$ cat src/source/video_timing_pkg.sv
//==========================================================================
// fixed 640x480 raster with a 25 MHz pixel clock, no other mode exists
// horizontal constants are in pixel clocks, vertical ones in lines
// blanking sits before the active pixels on each line
//==========================================================================

package video_timing_pkg;

    // raster coordinates as seen by the rest of the design
    typedef logic [11:0] raster_x_t;
    typedef logic [10:0] raster_y_t;

    // horizontal geometry
    localparam raster_x_t h_active = 12'd640;
    localparam raster_x_t h_front = 12'd16;
    localparam raster_x_t h_sync = 12'd96;
    localparam raster_x_t h_back = 12'd48;
    localparam raster_x_t h_total = h_active + h_front + h_sync + h_back;

    // sync, front and back porch all come ahead of the visible area
    localparam raster_x_t h_offscreen = h_sync + h_front + h_back;

    // vertical geometry
    localparam raster_y_t v_active = 11'd480;
    localparam raster_y_t v_front = 11'd11;
    localparam raster_y_t v_sync = 11'd2;
    localparam raster_y_t v_back = 11'd31;
    localparam raster_y_t v_total = v_active + v_front + v_sync + v_back;

endpackage

$ cat src/source/vdp_regs_pkg.sv
//==========================================================================
// host register map and the structs used on the VRAM write path
// VRAM is two 16-bit banks, even and odd, addressed by word
// the queue depth is also the number of credits the host starts with
//==========================================================================

package vdp_regs_pkg;

    typedef logic [5:0] reg_addr_t;

    // readback registers
    localparam reg_addr_t reg_read_x = 6'd0;
    localparam reg_addr_t reg_read_y = 6'd2;

    // write registers
    localparam reg_addr_t reg_vram_addr = 6'd4;
    localparam reg_addr_t reg_vram_data = 6'd5;
    localparam reg_addr_t reg_vram_inc = 6'd6;

    typedef logic [13:0] vram_word_addr_t;

    typedef struct packed {
        reg_addr_t address;
        logic [15:0] write_data;
        logic write_en;
        logic read_en;
    } host_req_t;

    // one host write waiting for its bus slot
    typedef struct packed {
        vram_word_addr_t word_addr;
        logic [15:0] data;
        logic odd_bank;
    } vram_write_t;

    typedef struct packed {
        vram_word_addr_t address;
        logic write_en;
        logic [15:0] write_data;
    } vram_port_t;

    localparam int vram_queue_depth = 2;

endpackage

$ cat src/source/raster_timing.sv
//==========================================================================
// raster counters for the fixed 640x480 mode
// x runs 0..799 and y runs 0..523, both restart at reset
// sync polarity is negative, all decoded outputs are combinational
//==========================================================================

`timescale 1ns/1ps

module raster_timing (
    input  logic clk,
    input  logic reset,

    output video_timing_pkg::raster_x_t raster_x,
    output video_timing_pkg::raster_y_t raster_y,

    output logic hsync,
    output logic vsync,
    output logic active_display,

    // single-cycle strobes
    output logic line_ended,
    output logic frame_ended
);

    logic last_line;

    assign line_ended = raster_x == video_timing_pkg::h_total - 1'b1;
    assign last_line = raster_y == video_timing_pkg::v_total - 1'b1;
    assign frame_ended = line_ended && last_line;

    always_ff @(posedge clk) begin
        if (reset) begin
            raster_x <= '0;
            raster_y <= '0;
        end else if (line_ended) begin
            raster_x <= '0;
            raster_y <= last_line ? '0 : raster_y + 1'b1;
        end else begin
            raster_x <= raster_x + 1'b1;
        end
    end

    // hsync pulse opens every line
    assign hsync = raster_x >= video_timing_pkg::h_sync;

    // vsync follows the vertical front porch
    assign vsync = !(raster_y >= video_timing_pkg::v_active + video_timing_pkg::v_front &&
        raster_y < video_timing_pkg::v_active + video_timing_pkg::v_front +
        video_timing_pkg::v_sync);

    assign active_display = raster_x >= video_timing_pkg::h_offscreen &&
        raster_y < video_timing_pkg::v_active;

endmodule

$ cat src/source/vram_slot_sequencer.sv
//==========================================================================
// eight-cycle VRAM bus slot sequence, host slot is the last state
// stays aligned with raster_x modulo 8 since both restart at reset
// during vertical blanking every cycle is a host slot
//==========================================================================

`timescale 1ns/1ps

module vram_slot_sequencer (
    input  logic clk,
    input  logic reset,

    input  video_timing_pkg::raster_y_t raster_y,
    input  logic queue_valid,

    output logic slot_grant
);

    logic [2:0] slot;
    logic host_slot;
    logic vblank;

    // one state per clock, wraps every eight
    always_ff @(posedge clk) begin
        if (reset) begin
            slot <= '0;
        end else begin
            slot <= slot + 1'b1;
        end
    end

    // the other seven slots belonged to render fetches and are idle here
    assign host_slot = slot == 3'd7;

    assign vblank = raster_y >= video_timing_pkg::v_active;

    assign slot_grant = queue_valid && (host_slot || vblank);

endmodule

$ cat src/source/host_registers.sv
//==========================================================================
// host register file for VRAM writes and raster readback
// a data write is pushed to the queue in the same cycle, the address
// steps by the increment on the next clock whether or not it was queued
// readback data appears one cycle after read_en
//==========================================================================

`timescale 1ns/1ps

module host_registers (
    input  logic clk,
    input  logic reset,

    input  vdp_regs_pkg::host_req_t host_req,

    input  video_timing_pkg::raster_x_t raster_x,
    input  video_timing_pkg::raster_y_t raster_y,

    output logic [15:0] read_data,

    output vdp_regs_pkg::vram_write_t vram_write,
    output logic vram_write_push
);

    // byte-granular VRAM address, bit 0 picks the bank
    logic [14:0] vram_addr;
    logic [7:0] vram_inc;

    always_ff @(posedge clk) begin
        if (reset) begin
            vram_addr <= '0;
            vram_inc <= '0;
        end else if (host_req.write_en) begin
            case (host_req.address)
                vdp_regs_pkg::reg_vram_addr: begin
                    vram_addr <= host_req.write_data[14:0];
                end
                vdp_regs_pkg::reg_vram_data: begin
                    vram_addr <= vram_addr + {7'b0, vram_inc};
                end
                vdp_regs_pkg::reg_vram_inc: begin
                    vram_inc <= host_req.write_data[7:0];
                end
                default: begin
                end
            endcase
        end
    end

    assign vram_write_push = host_req.write_en &&
        host_req.address == vdp_regs_pkg::reg_vram_data;

    // entry uses the address before this write's increment
    assign vram_write = '{
        word_addr: vram_addr[14:1],
        data: host_req.write_data,
        odd_bank: vram_addr[0]
    };

    always_ff @(posedge clk) begin
        if (host_req.read_en) begin
            case (host_req.address)
                vdp_regs_pkg::reg_read_x: read_data <= {4'b0, raster_x};
                vdp_regs_pkg::reg_read_y: read_data <= {5'b0, raster_y};
                default: read_data <= '0;
            endcase
        end
    end

endmodule

$ cat src/source/vram_write_queue.sv
//==========================================================================
// in-order queue of host VRAM writes, vram_queue_depth entries
// a push into a full queue is dropped, the host is expected to track credits
// each granted entry reaches its bank port one clock later with a credit
//==========================================================================

`timescale 1ns/1ps

module vram_write_queue (
    input  logic clk,
    input  logic reset,

    input  vdp_regs_pkg::vram_write_t vram_write,
    input  logic vram_write_push,
    input  logic slot_grant,

    output logic queue_valid,
    output vdp_regs_pkg::vram_port_t vram_even,
    output vdp_regs_pkg::vram_port_t vram_odd,
    output logic vram_credit
);

    typedef logic [$clog2(vdp_regs_pkg::vram_queue_depth + 1) - 1:0] count_t;
    typedef logic [$clog2(vdp_regs_pkg::vram_queue_depth) - 1:0] ptr_t;

    vdp_regs_pkg::vram_write_t entries [vdp_regs_pkg::vram_queue_depth];
    vdp_regs_pkg::vram_write_t head;

    count_t count;
    ptr_t wr_ptr;
    ptr_t rd_ptr;
    logic accept;
    logic pop;

    // registered port state
    logic even_we, odd_we;
    vdp_regs_pkg::vram_word_addr_t even_addr, odd_addr;
    logic [15:0] port_data;

    assign queue_valid = count != '0;
    assign head = entries[rd_ptr];
    assign pop = slot_grant && queue_valid;

    // full is judged before this cycle's pop, its credit has not returned yet
    assign accept = vram_write_push && count != count_t'(vdp_regs_pkg::vram_queue_depth);

    always_ff @(posedge clk) begin
        if (accept) begin
            entries[wr_ptr] <= vram_write;
        end
        port_data <= head.data;
    end

    // pointers wrap naturally while the depth is a power of two
    always_ff @(posedge clk) begin
        if (reset) begin
            count <= '0;
            wr_ptr <= '0;
            rd_ptr <= '0;
        end else begin
            if (accept) wr_ptr <= wr_ptr + 1'b1;
            if (pop) rd_ptr <= rd_ptr + 1'b1;
            case ({accept, pop})
                2'b10: count <= count + 1'b1;
                2'b01: count <= count - 1'b1;
                default: count <= count;
            endcase
        end
    end

    always_ff @(posedge clk) begin
        if (reset) begin
            even_we <= 1'b0;
            odd_we <= 1'b0;
            even_addr <= '0;
            odd_addr <= '0;
            vram_credit <= 1'b0;
        end else begin
            even_we <= pop && !head.odd_bank;
            odd_we <= pop && head.odd_bank;
            even_addr <= (pop && !head.odd_bank) ? head.word_addr : '0;
            odd_addr <= (pop && head.odd_bank) ? head.word_addr : '0;
            vram_credit <= pop;
        end
    end

    // both banks see the same data, only the write enable differs
    assign vram_even = '{address: even_addr, write_en: even_we, write_data: port_data};
    assign vram_odd = '{address: odd_addr, write_en: odd_we, write_data: port_data};

endmodule

$ cat src/source/vdp_top.sv
//==========================================================================
// display processor core: raster timing, host registers and VRAM writes
// host VRAM writes are credit based, vram_credit returns one per write
// no rendering, the VRAM ports only ever carry host writes
//==========================================================================

`timescale 1ns/1ps

module vdp_top (
    input  logic clk,
    input  logic reset,

    // host side
    input  vdp_regs_pkg::host_req_t host_req,
    output logic [15:0] host_read_data,
    output logic vram_credit,

    // video timing
    output logic hsync,
    output logic vsync,
    output logic active_display,
    output logic line_ended,
    output logic frame_ended,

    // VRAM banks
    output vdp_regs_pkg::vram_port_t vram_even,
    output vdp_regs_pkg::vram_port_t vram_odd
);

    video_timing_pkg::raster_x_t raster_x;
    video_timing_pkg::raster_y_t raster_y;

    vdp_regs_pkg::vram_write_t vram_write;
    logic vram_write_push;
    logic queue_valid;
    logic slot_grant;

    raster_timing u_raster_timing (
        .clk            (clk),
        .reset          (reset),
        .raster_x       (raster_x),
        .raster_y       (raster_y),
        .hsync          (hsync),
        .vsync          (vsync),
        .active_display (active_display),
        .line_ended     (line_ended),
        .frame_ended    (frame_ended)
    );

    vram_slot_sequencer u_slot_sequencer (
        .clk         (clk),
        .reset       (reset),
        .raster_y    (raster_y),
        .queue_valid (queue_valid),
        .slot_grant  (slot_grant)
    );

    host_registers u_host_registers (
        .clk             (clk),
        .reset           (reset),
        .host_req        (host_req),
        .raster_x        (raster_x),
        .raster_y        (raster_y),
        .read_data       (host_read_data),
        .vram_write      (vram_write),
        .vram_write_push (vram_write_push)
    );

    vram_write_queue u_write_queue (
        .clk             (clk),
        .reset           (reset),
        .vram_write      (vram_write),
        .vram_write_push (vram_write_push),
        .slot_grant      (slot_grant),
        .queue_valid     (queue_valid),
        .vram_even       (vram_even),
        .vram_odd        (vram_odd),
        .vram_credit     (vram_credit)
    );

endmodule

$ cat config.mk
export PLATFORM = sky130hd
export DESIGN_NAME = vdp_top
export DESIGN_NICKNAME = d
export VERILOG_FILES = /design/src/source/video_timing_pkg.sv /design/src/source/vdp_regs_pkg.sv /design/src/source/raster_timing.sv /design/src/source/vram_slot_sequencer.sv /design/src/source/host_registers.sv /design/src/source/vram_write_queue.sv /design/src/source/vdp_top.sv
export SDC_FILE = /design/constraint.sdc
export NUM_CORES = 1
export LEC_CHECK = 0
export BUFFER_PORTS_ARGS = -buffer_cell sky130_fd_sc_hd__buf_2
export CORE_MARGIN = 2
export CORE_UTILIZATION = 45
export CTS_CLUSTER_DIAMETER = 100
export DETAILED_ROUTE_END_ITERATION = 12
export GPL_ROUTABILITY_DRIVEN = 0
export PLACE_DENSITY = 0.69
export SLEW_MARGIN = 15
export SYNTH_ARGS = -nofsm -noshare
export SYNTH_HDL_FRONTEND = slang
export SYNTH_SLANG_ARGS = --single-unit
$ cat constraint.sdc
create_clock -name clk -period 3.6 [get_ports clk]
set_input_delay 0.18 -clock clk [delete_from_list [all_inputs] [get_ports clk]]
set_output_delay 0.18 -clock clk [all_outputs]
set_load 0.05 [all_outputs]
==> flow_summary.toml, run 1 <==
[sta]
finalCritPeriodShare_pct = 74.5
worst_slew_pin_slew_ns = 0.790
fmax_ghz = 0.373
period_minus_slack_ns = 2.68
fin_skew_ns = 0.0120
finalSetupViolCount = 0
timing_hold_violations_final = 0
fin_setup_tns_ns = 0
hold_slack_ns = 0.142
rsz0062_at_grt = "false"
slew_violations = 0
slew_headroom_pct = 47.3

[floorplan]
fp.dieH_um = 128
initial_utilization_pct = 45.8
num_rows = 45
io_pins = 110
dieArea_um2 = 16400
core_area_um2 = 15100
die_w_um = 128

[cells_and_area]
drive_above_1_share_pct = 24.0
fill_cells = 1291
postLayoutCoreUtil_pct = 54.2
area_delta_synth_final_pct = 18.2
regArea_um2 = 4240
final_nets = 729
instances_no_fill = 890
multi_input_comb_area_um2 = 2340

[routing]
via_count = 4631
wl_per_cell_um = 15.3
wl_met1_um = 5800
drc = 0
dr.pass1.iters = 4
route.met3.wl_um = 696
highest_layer = "met4"
wirelength_um = 13600
dr_wl_met2_um = 6880
drtAntennaViolNets = 0
via_per_inst = 5.20
first_iter_violations = 229

[cts]
clock-sinks = 175
cts_buffers = 17
cts.reportedPaths.clkPinSlew_ns = 0.07
cts_buffer_depth = 2
cts_resized = 0
htree_num_levels = 4
cts_tree = "built"
clk_latency_ns = 0.43
cts_root_buffer = "clkbuf_16"

[yosys]
synth_enable_flop_cells = 74
synth_most_common_cell = "dfxtp_1"
synth_ff_type = "dfxtp_1"
yosys.area_share.simple_pct = 13.2
netlist.area_leader.share_pct = 32.1
synth-xor-area-share_pct = 3.17
synth_commonest_cells = "dfxtp_1, nor2_1, edfxtp_1, mux2i_1, nand2_1"
ys_ff_latch = 175
synth_top_area_cell = "edfxtp_1"
synthMuxAreaShare_pct = 7.81
synthArstFlopShare_pct = 0
yosysWarnings = 0
ys_types = 58
synthAdderAreaFrac_pct = 3.00
netlist_area_um2 = 6920
synth_compound_area_share_pct = 6.37
ys_top_cells_by_area = "edfxtp_1, dfxtp_1, mux2i_1"
synth_top_family_by_area = "simple AND/OR/NAND/NOR gates"
ys_seq_area_share_pct = 61.4
netlist_instances = 589
synth.avg_cell_area_um2 = 11.7

[placement]
dp_hpwl_um = 9200
dp.cells = 840
portBuffers = 105

[global_routing]
gr-total-overflow = 0
antenna_found_initial = 2
grtUsageTotal_pct = 17.3
grt_pass1_vias = 4442
grt_pass1_wl_um = 22200
grt_max_degree = 39

[setup_path]
worstPathRequired_ns = 3.42
critPathArrivalTime_ns = 2.50
crit_slowest_cell = "nor4_4"
critPathCaptureType = "primary output"
cp_top_family = "simple AND/OR/NAND/NOR gates"
path_cells = "ha_1, nand4_1, nor4_4, and4_2, buf_2"
timing_worst_setup_path_type = "reg -> out"
reg2reg_from = "u_host_registers.vram_addr[0]$_SDFFE_PP0P_"
r2r_slack_ns = 1.19
rr_worst_depth = 9
crit_fanout = 8
critical_path.startpoint = "u_raster_timing.raster_x[0]$_SDFF_PP0_"
path_buf_inv = 1
start_kind = "flip-flop"
cp_slowest_stage_delay_ns = 0.59
r2r-end = "u_host_registers.vram_addr[14]$_SDFFE_PP0P_"

[power]
p_leak_uw = 0.00321
p_comb_share_pct = 3.1
power.density_nw_per_um2 = 486
clkPwrFrac_pct = 44.5
peakVddDrop_v = 0.000317
power_switching_uw = 893
p_int_uw = 3080
swShare_pct = 22.5
seq_power_share_pct = 52.4

[job]
max_cap_viol_count = 0

[hold_path]
worstHoldStart = "host_req[1]"
hold_path.class = "in -> reg"
hold_depth = 4
holdPathEnd = "u_host_registers.vram_addr[11]$_SDFFE_PP0P_"

[outcome]
status = "complete, no violations"
==> tightest hold or removal path, stage by stage <==
cell and delay (ns):
buf_2 0.12, nand3_1 0.07, nor2_1 0.08, a2111oi_0 0.06
==> stage by stage <==
step	instance area [um^2]	worst slack [ns]	total power (uW)
global placement	7430	1.25	2230
CTS	8170	0.871	4010
floorplan	6930	0.682	2200
global route	8170	0.732	4100
detailed placement	7430	1.16	2240
finish	8170	0.918	3970
==> logic make-up (layout without fill, tap and decap cells) <==
kind of cell	after synthesis	in the layout
AOI/OAI and AO/OA	67	67
other	1	6
DFF	175	175
xor gates and xnor gates	25	25
and+or+nand+nor	190	190
adders and majority gates	16	16
muxes	52	52
buffers and inverters	63	171
==> routing by layer <==
metal | vias to the layer above | GRT usage, %
li1 | 2252 | -
met5 | - | 0
met3 | 22 | 4.13
met1 | 2219 | 21.0
met4 | 0 | 6.59
met2 | 138 | 30.1
==> layout make-up <==
cell class              instances  share of cell area, %
flip-flops and latches        175                   51.9
multi-input cells             354                   28.6
repair buffers                125                   8.76
clock buffers                  19                   5.68
well taps                     188                   2.88
clock inverters                13                   1.41
inverters                      14                  0.643
diodes                          2                 0.0612
==> power groups by stage <==
stage	Combinational [uW]	Sequential, uW	Clock [uW]
floorplan	55.2	2140	0
detailed placement	110	2130	0
CTS	124	2080	1810
global placement	108	2130	0
global route	134	2080	1880
finish	123	2080	1770
==> how the worst max path moves through the flow <==
stage | depth (start not counted) | end
floorplan | 6 | u_write_queue.entries[0][0]$_DFFE_PP_
global route | 5 | frame_ended
global placement | 8 | u_write_queue.count[1]$_SDFFE_PP0P_
detailed placement | 8 | u_write_queue.count[1]$_SDFFE_PP0P_
finish | 5 | frame_ended
CTS | 5 | frame_ended
==> timing repair <==
action | in CTS | in global routing
hold endpoints to repair | 32 | 0
setup buffers | 0 | 0
hold buffers | 16 | 0
==> state kept, by name (all words and copies together), names as in the netlist, named ones only <==
name	count
u_write_queue.rd_ptr	1
u_write_queue.wr_ptr	1
u_write_queue.even_addr	14
u_raster_timing.raster_y	11
u_host_registers.vram_inc	8
u_host_registers.read_data	12
u_write_queue.odd_addr	14
u_write_queue.even_we	1
u_write_queue.port_data	16
u_write_queue.odd_we	1
u_write_queue.count	2
u_write_queue.entries	62
u_write_queue.vram_credit	1
u_raster_timing.raster_x	12
u_slot_sequencer.slot	3
u_host_registers.vram_addr	15
==> cell usage in the layout, fill, tap and decap left out, types with 4 or more instances in the layout <==
cell type,count
dfxtp_1,101
clkbuf_16,18
or3_1,5
o21ai_0,10
dlygate4sd3_1,16
xnor2_1,17
inv_6,6
mux2i_1,36
o21a_1,4
nand3_1,17
nand2_1,27
inv_1,14
clkinv_4,4
a211oi_1,5
buf_4,4
ha_1,15
edfxtp_1,74
buf_2,105
o221ai_1,5
conb_1,4
nor2b_1,6
xor2_1,8
nand4_1,5
nor4_1,4
a21oi_1,23
nor3_1,9
mux2_2,16
nor2_1,92
(Power assumes the default switching activity.)
==> inputs of run 2 (changes only) <==
Clock period 3.6 ns to 2.55 ns, I/O delays scaled along.
==> flow_summary.toml, run 2 (same netlist as run 1, synthesis figures left out) <==
[sta]
timing_hold_violations_final = 0
slew_violations = 0
rsz0062_at_grt = "false"
finalCritPeriodShare_pct = 91.2
slew_headroom_pct = 60.2
fin_ws_ns = 0.224
hold_slack_ns = 0.0873
fin_skew_ns = 0.00798
finalSetupViolCount = 0
worst_slew_pin_slew_ns = 0.597
fmax_ghz = 0.430
period_minus_slack_ns = 2.33

[cells_and_area]
largest-register = "u_write_queue.entries"
final_nets = 736
drive_above_1_share_pct = 24.5
diodes = 0
design_area_um2 = 8220
final_cell_mix = "buf_2, dfxtp_1, nor2_1"
layout_commonest_cell = "buf_2"
instances_no_fill = 895
area_delta_synth_final_pct = 18.9
largest_reg_flops = 62
top_regs = "u_write_queue.entries (62), u_write_queue.port_data (16), u_host_registers.vram_addr (15)"

[cts]
clock-sinks = 175
cts_buffers = 17
cts_buffer_depth = 2
clk_latency_ns = 0.42
cts_resized = 0
cts_tree = "built"
cts_root_buffer = "clkbuf_16"
htree_num_levels = 4
cts.reportedPaths.clkPinSlew_ns = 0.07

[power]
p_int_uw = 4360
power_switching_uw = 1210
peakVddDrop_v = 0.000466
p_leak_uw = 0.00323
power.density_nw_per_um2 = 677
swShare_pct = 21.8
clkPwrFrac_pct = 44.0
seq_power_share_pct = 52.8
p_comb_share_pct = 3.2

[global_routing]
gr-total-overflow = 0
grt_pass1_vias = 4631
grt_max_degree = 33
grtUsageTotal_pct = 17.5
antenna_found_initial = 0
grt_pass1_wl_um = 22200

[setup_path]
timing_worst_setup_path_type = "reg -> out"
critPathArrivalTime_ns = 2.20
crit_slowest_cell = "dfxtp_1"
cp_slowest_stage_delay_ns = 0.50
path_cells = "ha_1, nor4bb_1, and4_4, buf_2"
crit_fanout = 8
critPathCaptureType = "primary output"
worstPathRequired_ns = 2.42
start_kind = "flip-flop"

[floorplan]
die_w_um = 128
num_rows = 45
fp.dieH_um = 128
io_pins = 110
dieArea_um2 = 16400
initial_utilization_pct = 45.8
core_area_um2 = 15100

[routing]
first_iter_violations = 202
wl_per_cell_um = 15.1
drtAntennaViolNets = 0
via_per_inst = 5.21
dr.pass1.iters = 6
via_count = 4661
wirelength_um = 13500
drc = 0

[placement]
portBuffers = 105
dp.cells = 846
dp_hpwl_um = 9510
placed_cell_area_um2 = 7490
place_ws_ns = 0.279

[hold_path]
hold_path.class = "in -> reg"

[job]
max_cap_viol_count = 0

[outcome]
status = "complete, no violations"
==> run 2: final cells by class <==
cell class                 instances  area (um^2)
tap                              188          235
clock inverter                    13          128
clock buffer                      19          433
inverter                          14         52.6
multi-input combinational        354         2350
timing repair buffer             132          781
fill                            1279         6870
sequential                       175         4240
==> run 2: final timing paths <==
path / startpoint / cells after the start / slack [ns] / endpoint
worst min-delay path: host_req[0] / 1 / 0.09 / u_host_registers.read_data[7]$_DFFE_PP_
worst max register to register: u_raster_timing.raster_y[6]$_SDFFE_PP0P_ / 7 / 0.23 / u_write_queue.count[1]$_SDFFE_PP0P_
worst max-delay path: u_raster_timing.raster_y[0]$_SDFFE_PP0P_ / 4 / 0.22 / frame_ended
worst min register to register: u_slot_sequencer.slot[0]$_SDFF_PP0_ / 1 / 0.42 / u_slot_sequencer.slot[0]$_SDFF_PP0_
==> run 2: power by group through the flow <==
stage | Sequential, uW | Clock (uW) | Combinational (uW)
finish | 2940 | 2450 | 179
CTS | 2940 | 2500 | 181
global placement | 3000 | 0 | 158
detailed placement | 3000 | 0 | 161
global route | 2940 | 2610 | 195
floorplan | 3030 | 0 | 78.7
==> run 2: routing by layer <==
metal	global-route usage (%)	up-vias	wire length (um)
met5	0	-	0
met4	8.27	0	377
met3	5.47	35	1000
met2	28.6	162	6590
met1	21.1	2199	5550
li1	-	2265	-
==> run 2: stage by stage <==
step / setup TNS, ns / util [%] / power (uW)
2_1_floorplan: -20.73 / - / 3110
3_3_place_gp: 0 / 49.7 / 3160
3_5_place_dp: 0 / 49.7 / 3160
4_1_cts: 0 / 54.5 / 5620
5_1_grt: 0 / 54.5 / 5750
6_report: 0 / 54.5 / 5570
==> run 2: worst max-delay path: cells and delay by family, from the launching register on <==
| family | cells | cell delay, ns |
|---|---|---|
| DFF | 1 | 0.50 |
| buffers and inverters | 1 | 0.26 |
| and+or+nand+nor | 2 | 0.73 |
| adders and majority gates | 1 | 0.28 |
==> run 2: timing repair <==
item,CTS,global route
buffers inserted,1,0
hold buffers,16,0
endpoints found under the setup margin,1,0
hold endpoints to repair,33,0
==> inputs of run 3 (changes only) <==
Settings changed: REMOVE_ABC_BUFFERS set to 1.
==> flow_summary.toml, run 3 (same netlist as run 1, synthesis figures left out) <==
[power]
power_switching_uw = 1190
seq_power_share_pct = 51.1
p_leak_uw = 0.00327
peakVddDrop_v = 0.000460
total_power_uw = 5760
power.density_nw_per_um2 = 694
clkPwrFrac_pct = 45.8
p_comb_share_pct = 3.1
swShare_pct = 20.7
p_int_uw = 4560

[setup_path]
start_kind = "flip-flop"
crit_fanout = 8
critPathCaptureType = "primary output"
critPathArrivalTime_ns = 2.19
worstPathRequired_ns = 2.42
timing_worst_setup_path_type = "reg -> out"

[cells_and_area]
largest_reg_flops = 62
fill_cells = 1271
final_cell_mix = "buf_2, dfxtp_1, nor2_1"
layout_commonest_cell = "buf_2"
final_nets = 738
top_regs = "u_write_queue.entries (62), u_write_queue.port_data (16), u_host_registers.vram_addr (15)"
diodes = 0
largest-register = "u_write_queue.entries"
instances_no_fill = 897
drive_above_1_share_pct = 24.7
area_delta_synth_final_pct = 20.0
design_area_um2 = 8300

[sta]
period_minus_slack_ns = 2.31
fmax_ghz = 0.432
worst_slew_pin_slew_ns = 0.758
rsz0062_at_grt = "false"
fin_ws_ns = 0.237
slew_violations = 0
fin_skew_ns = 0.00899
timing_hold_violations_final = 0
finalSetupViolCount = 0
finalCritPeriodShare_pct = 90.7
slew_headroom_pct = 49.5

[global_routing]
gr-total-overflow = 0
antenna_found_initial = 0
grt_max_degree = 32
grt_pass1_wl_um = 22500
grtUsageTotal_pct = 17.7
grt_pass1_vias = 4527

[cts]
cts_tree = "built"
clk_latency_ns = 0.42
htree_num_levels = 4
cts_buffer_depth = 2
cts.reportedPaths.clkPinSlew_ns = 0.07
cts_root_buffer = "clkbuf_16"
cts_buffers = 17
cts_resized = 0
clock-sinks = 175

[job]
max_cap_viol_count = 0

[routing]
wirelength_um = 13800
via_per_inst = 5.20
drtAntennaViolNets = 0
dr.pass1.iters = 5
drc = 0
first_iter_violations = 222
wl_per_cell_um = 15.4
via_count = 4665

[placement]
dp.cells = 847
dp_hpwl_um = 9250
place_ws_ns = 0.301
portBuffers = 105
placed_cell_area_um2 = 7520

[floorplan]
core_area_um2 = 15100
io_pins = 110
fp.dieH_um = 128
num_rows = 45
die_w_um = 128
initial_utilization_pct = 45.8
dieArea_um2 = 16400

[hold_path]
hold_path.class = "in -> reg"

[outcome]
status = "complete, no violations"
==> run 3: changes by cell type in the layout (fill, tap and decap cells not counted), sizes merged <==
cell    previous run  this run
clkinv             4         5
buf              116       118
bufinv             1         3
inv               21        18
==> run 3: area by class of cell <==
| type | count | area, um^2 | area share [%] |
|---|---|---|---|
| clock inverter | 13 | 161 | 1.95 |
| inverter | 14 | 52.6 | 0.633 |
| multi-input combinational | 354 | 2350 | 28.3 |
| timing repair buffer | 134 | 808 | 9.74 |
| sequential | 175 | 4250 | 51.2 |
| clock buffer | 19 | 443 | 5.34 |
| tap | 188 | 235 | 2.84 |
==> run 3: metal layers <==
metal	GRT usage, %	wire length, um
met1	21.6	5990
met2	29.3	6640
met3	5.18	858
met4	7.69	315
met5	0	0
==> run 3: repair_timing <==
item / 4_1_cts / 5_1_grt
hold buffers: 16 / 0
pin swaps: 1 / 1
hold endpoints to repair: 35 / 0
setup buffers: 1 / 1
endpoints found under the setup margin: 1 / 1
==> run 3: final timing paths <==
kind,end,slack [ns],cells past startpoint,start
max reg2reg,u_host_registers.vram_addr[14]$_SDFFE_PP0P_,0.27,9,u_host_registers.vram_addr[0]$_SDFFE_PP0P_
min,u_host_registers.vram_inc[7]$_SDFFE_PP0P_,0.08,2,reset
max,frame_ended,0.24,4,u_raster_timing.raster_x[5]$_SDFF_PP0_
min reg2reg,u_slot_sequencer.slot[0]$_SDFF_PP0_,0.43,1,u_slot_sequencer.slot[0]$_SDFF_PP0_
==> run 3: through the flow <==
| stage | setup TNS (ns) | hold WS, ns | utilization, % |
|---|---|---|---|
| 3_5_place_dp | 0 | 0.329 | 49.8 |
| 6_report | 0 | 0.0823 | 55.0 |
| 4_1_cts | 0 | 0.0505 | 54.9 |
| 2_1_floorplan | -24.43 | 0.194 | - |
| 5_1_grt | 0 | 0.0692 | 55.0 |
| 3_3_place_gp | 0 | 0.323 | 49.8 |
==> run 3: power groups by stage <==
stage               sequential [uW]  combinational, uW  clock, uW
floorplan                      3030               53.9          0
CTS                            2940                182       2690
finish                         2940                181       2640
detailed placement             3000                161          0
global route                   2940                195       2810
global placement               3000                156          0
==> run 3: critical path, cell delays in order (launching register included) <==
cell and delay [ns]:
dfxtp_1 0.39, or4_4 0.57, nor4_4 0.27, and4_2 0.26, buf_2 0.26
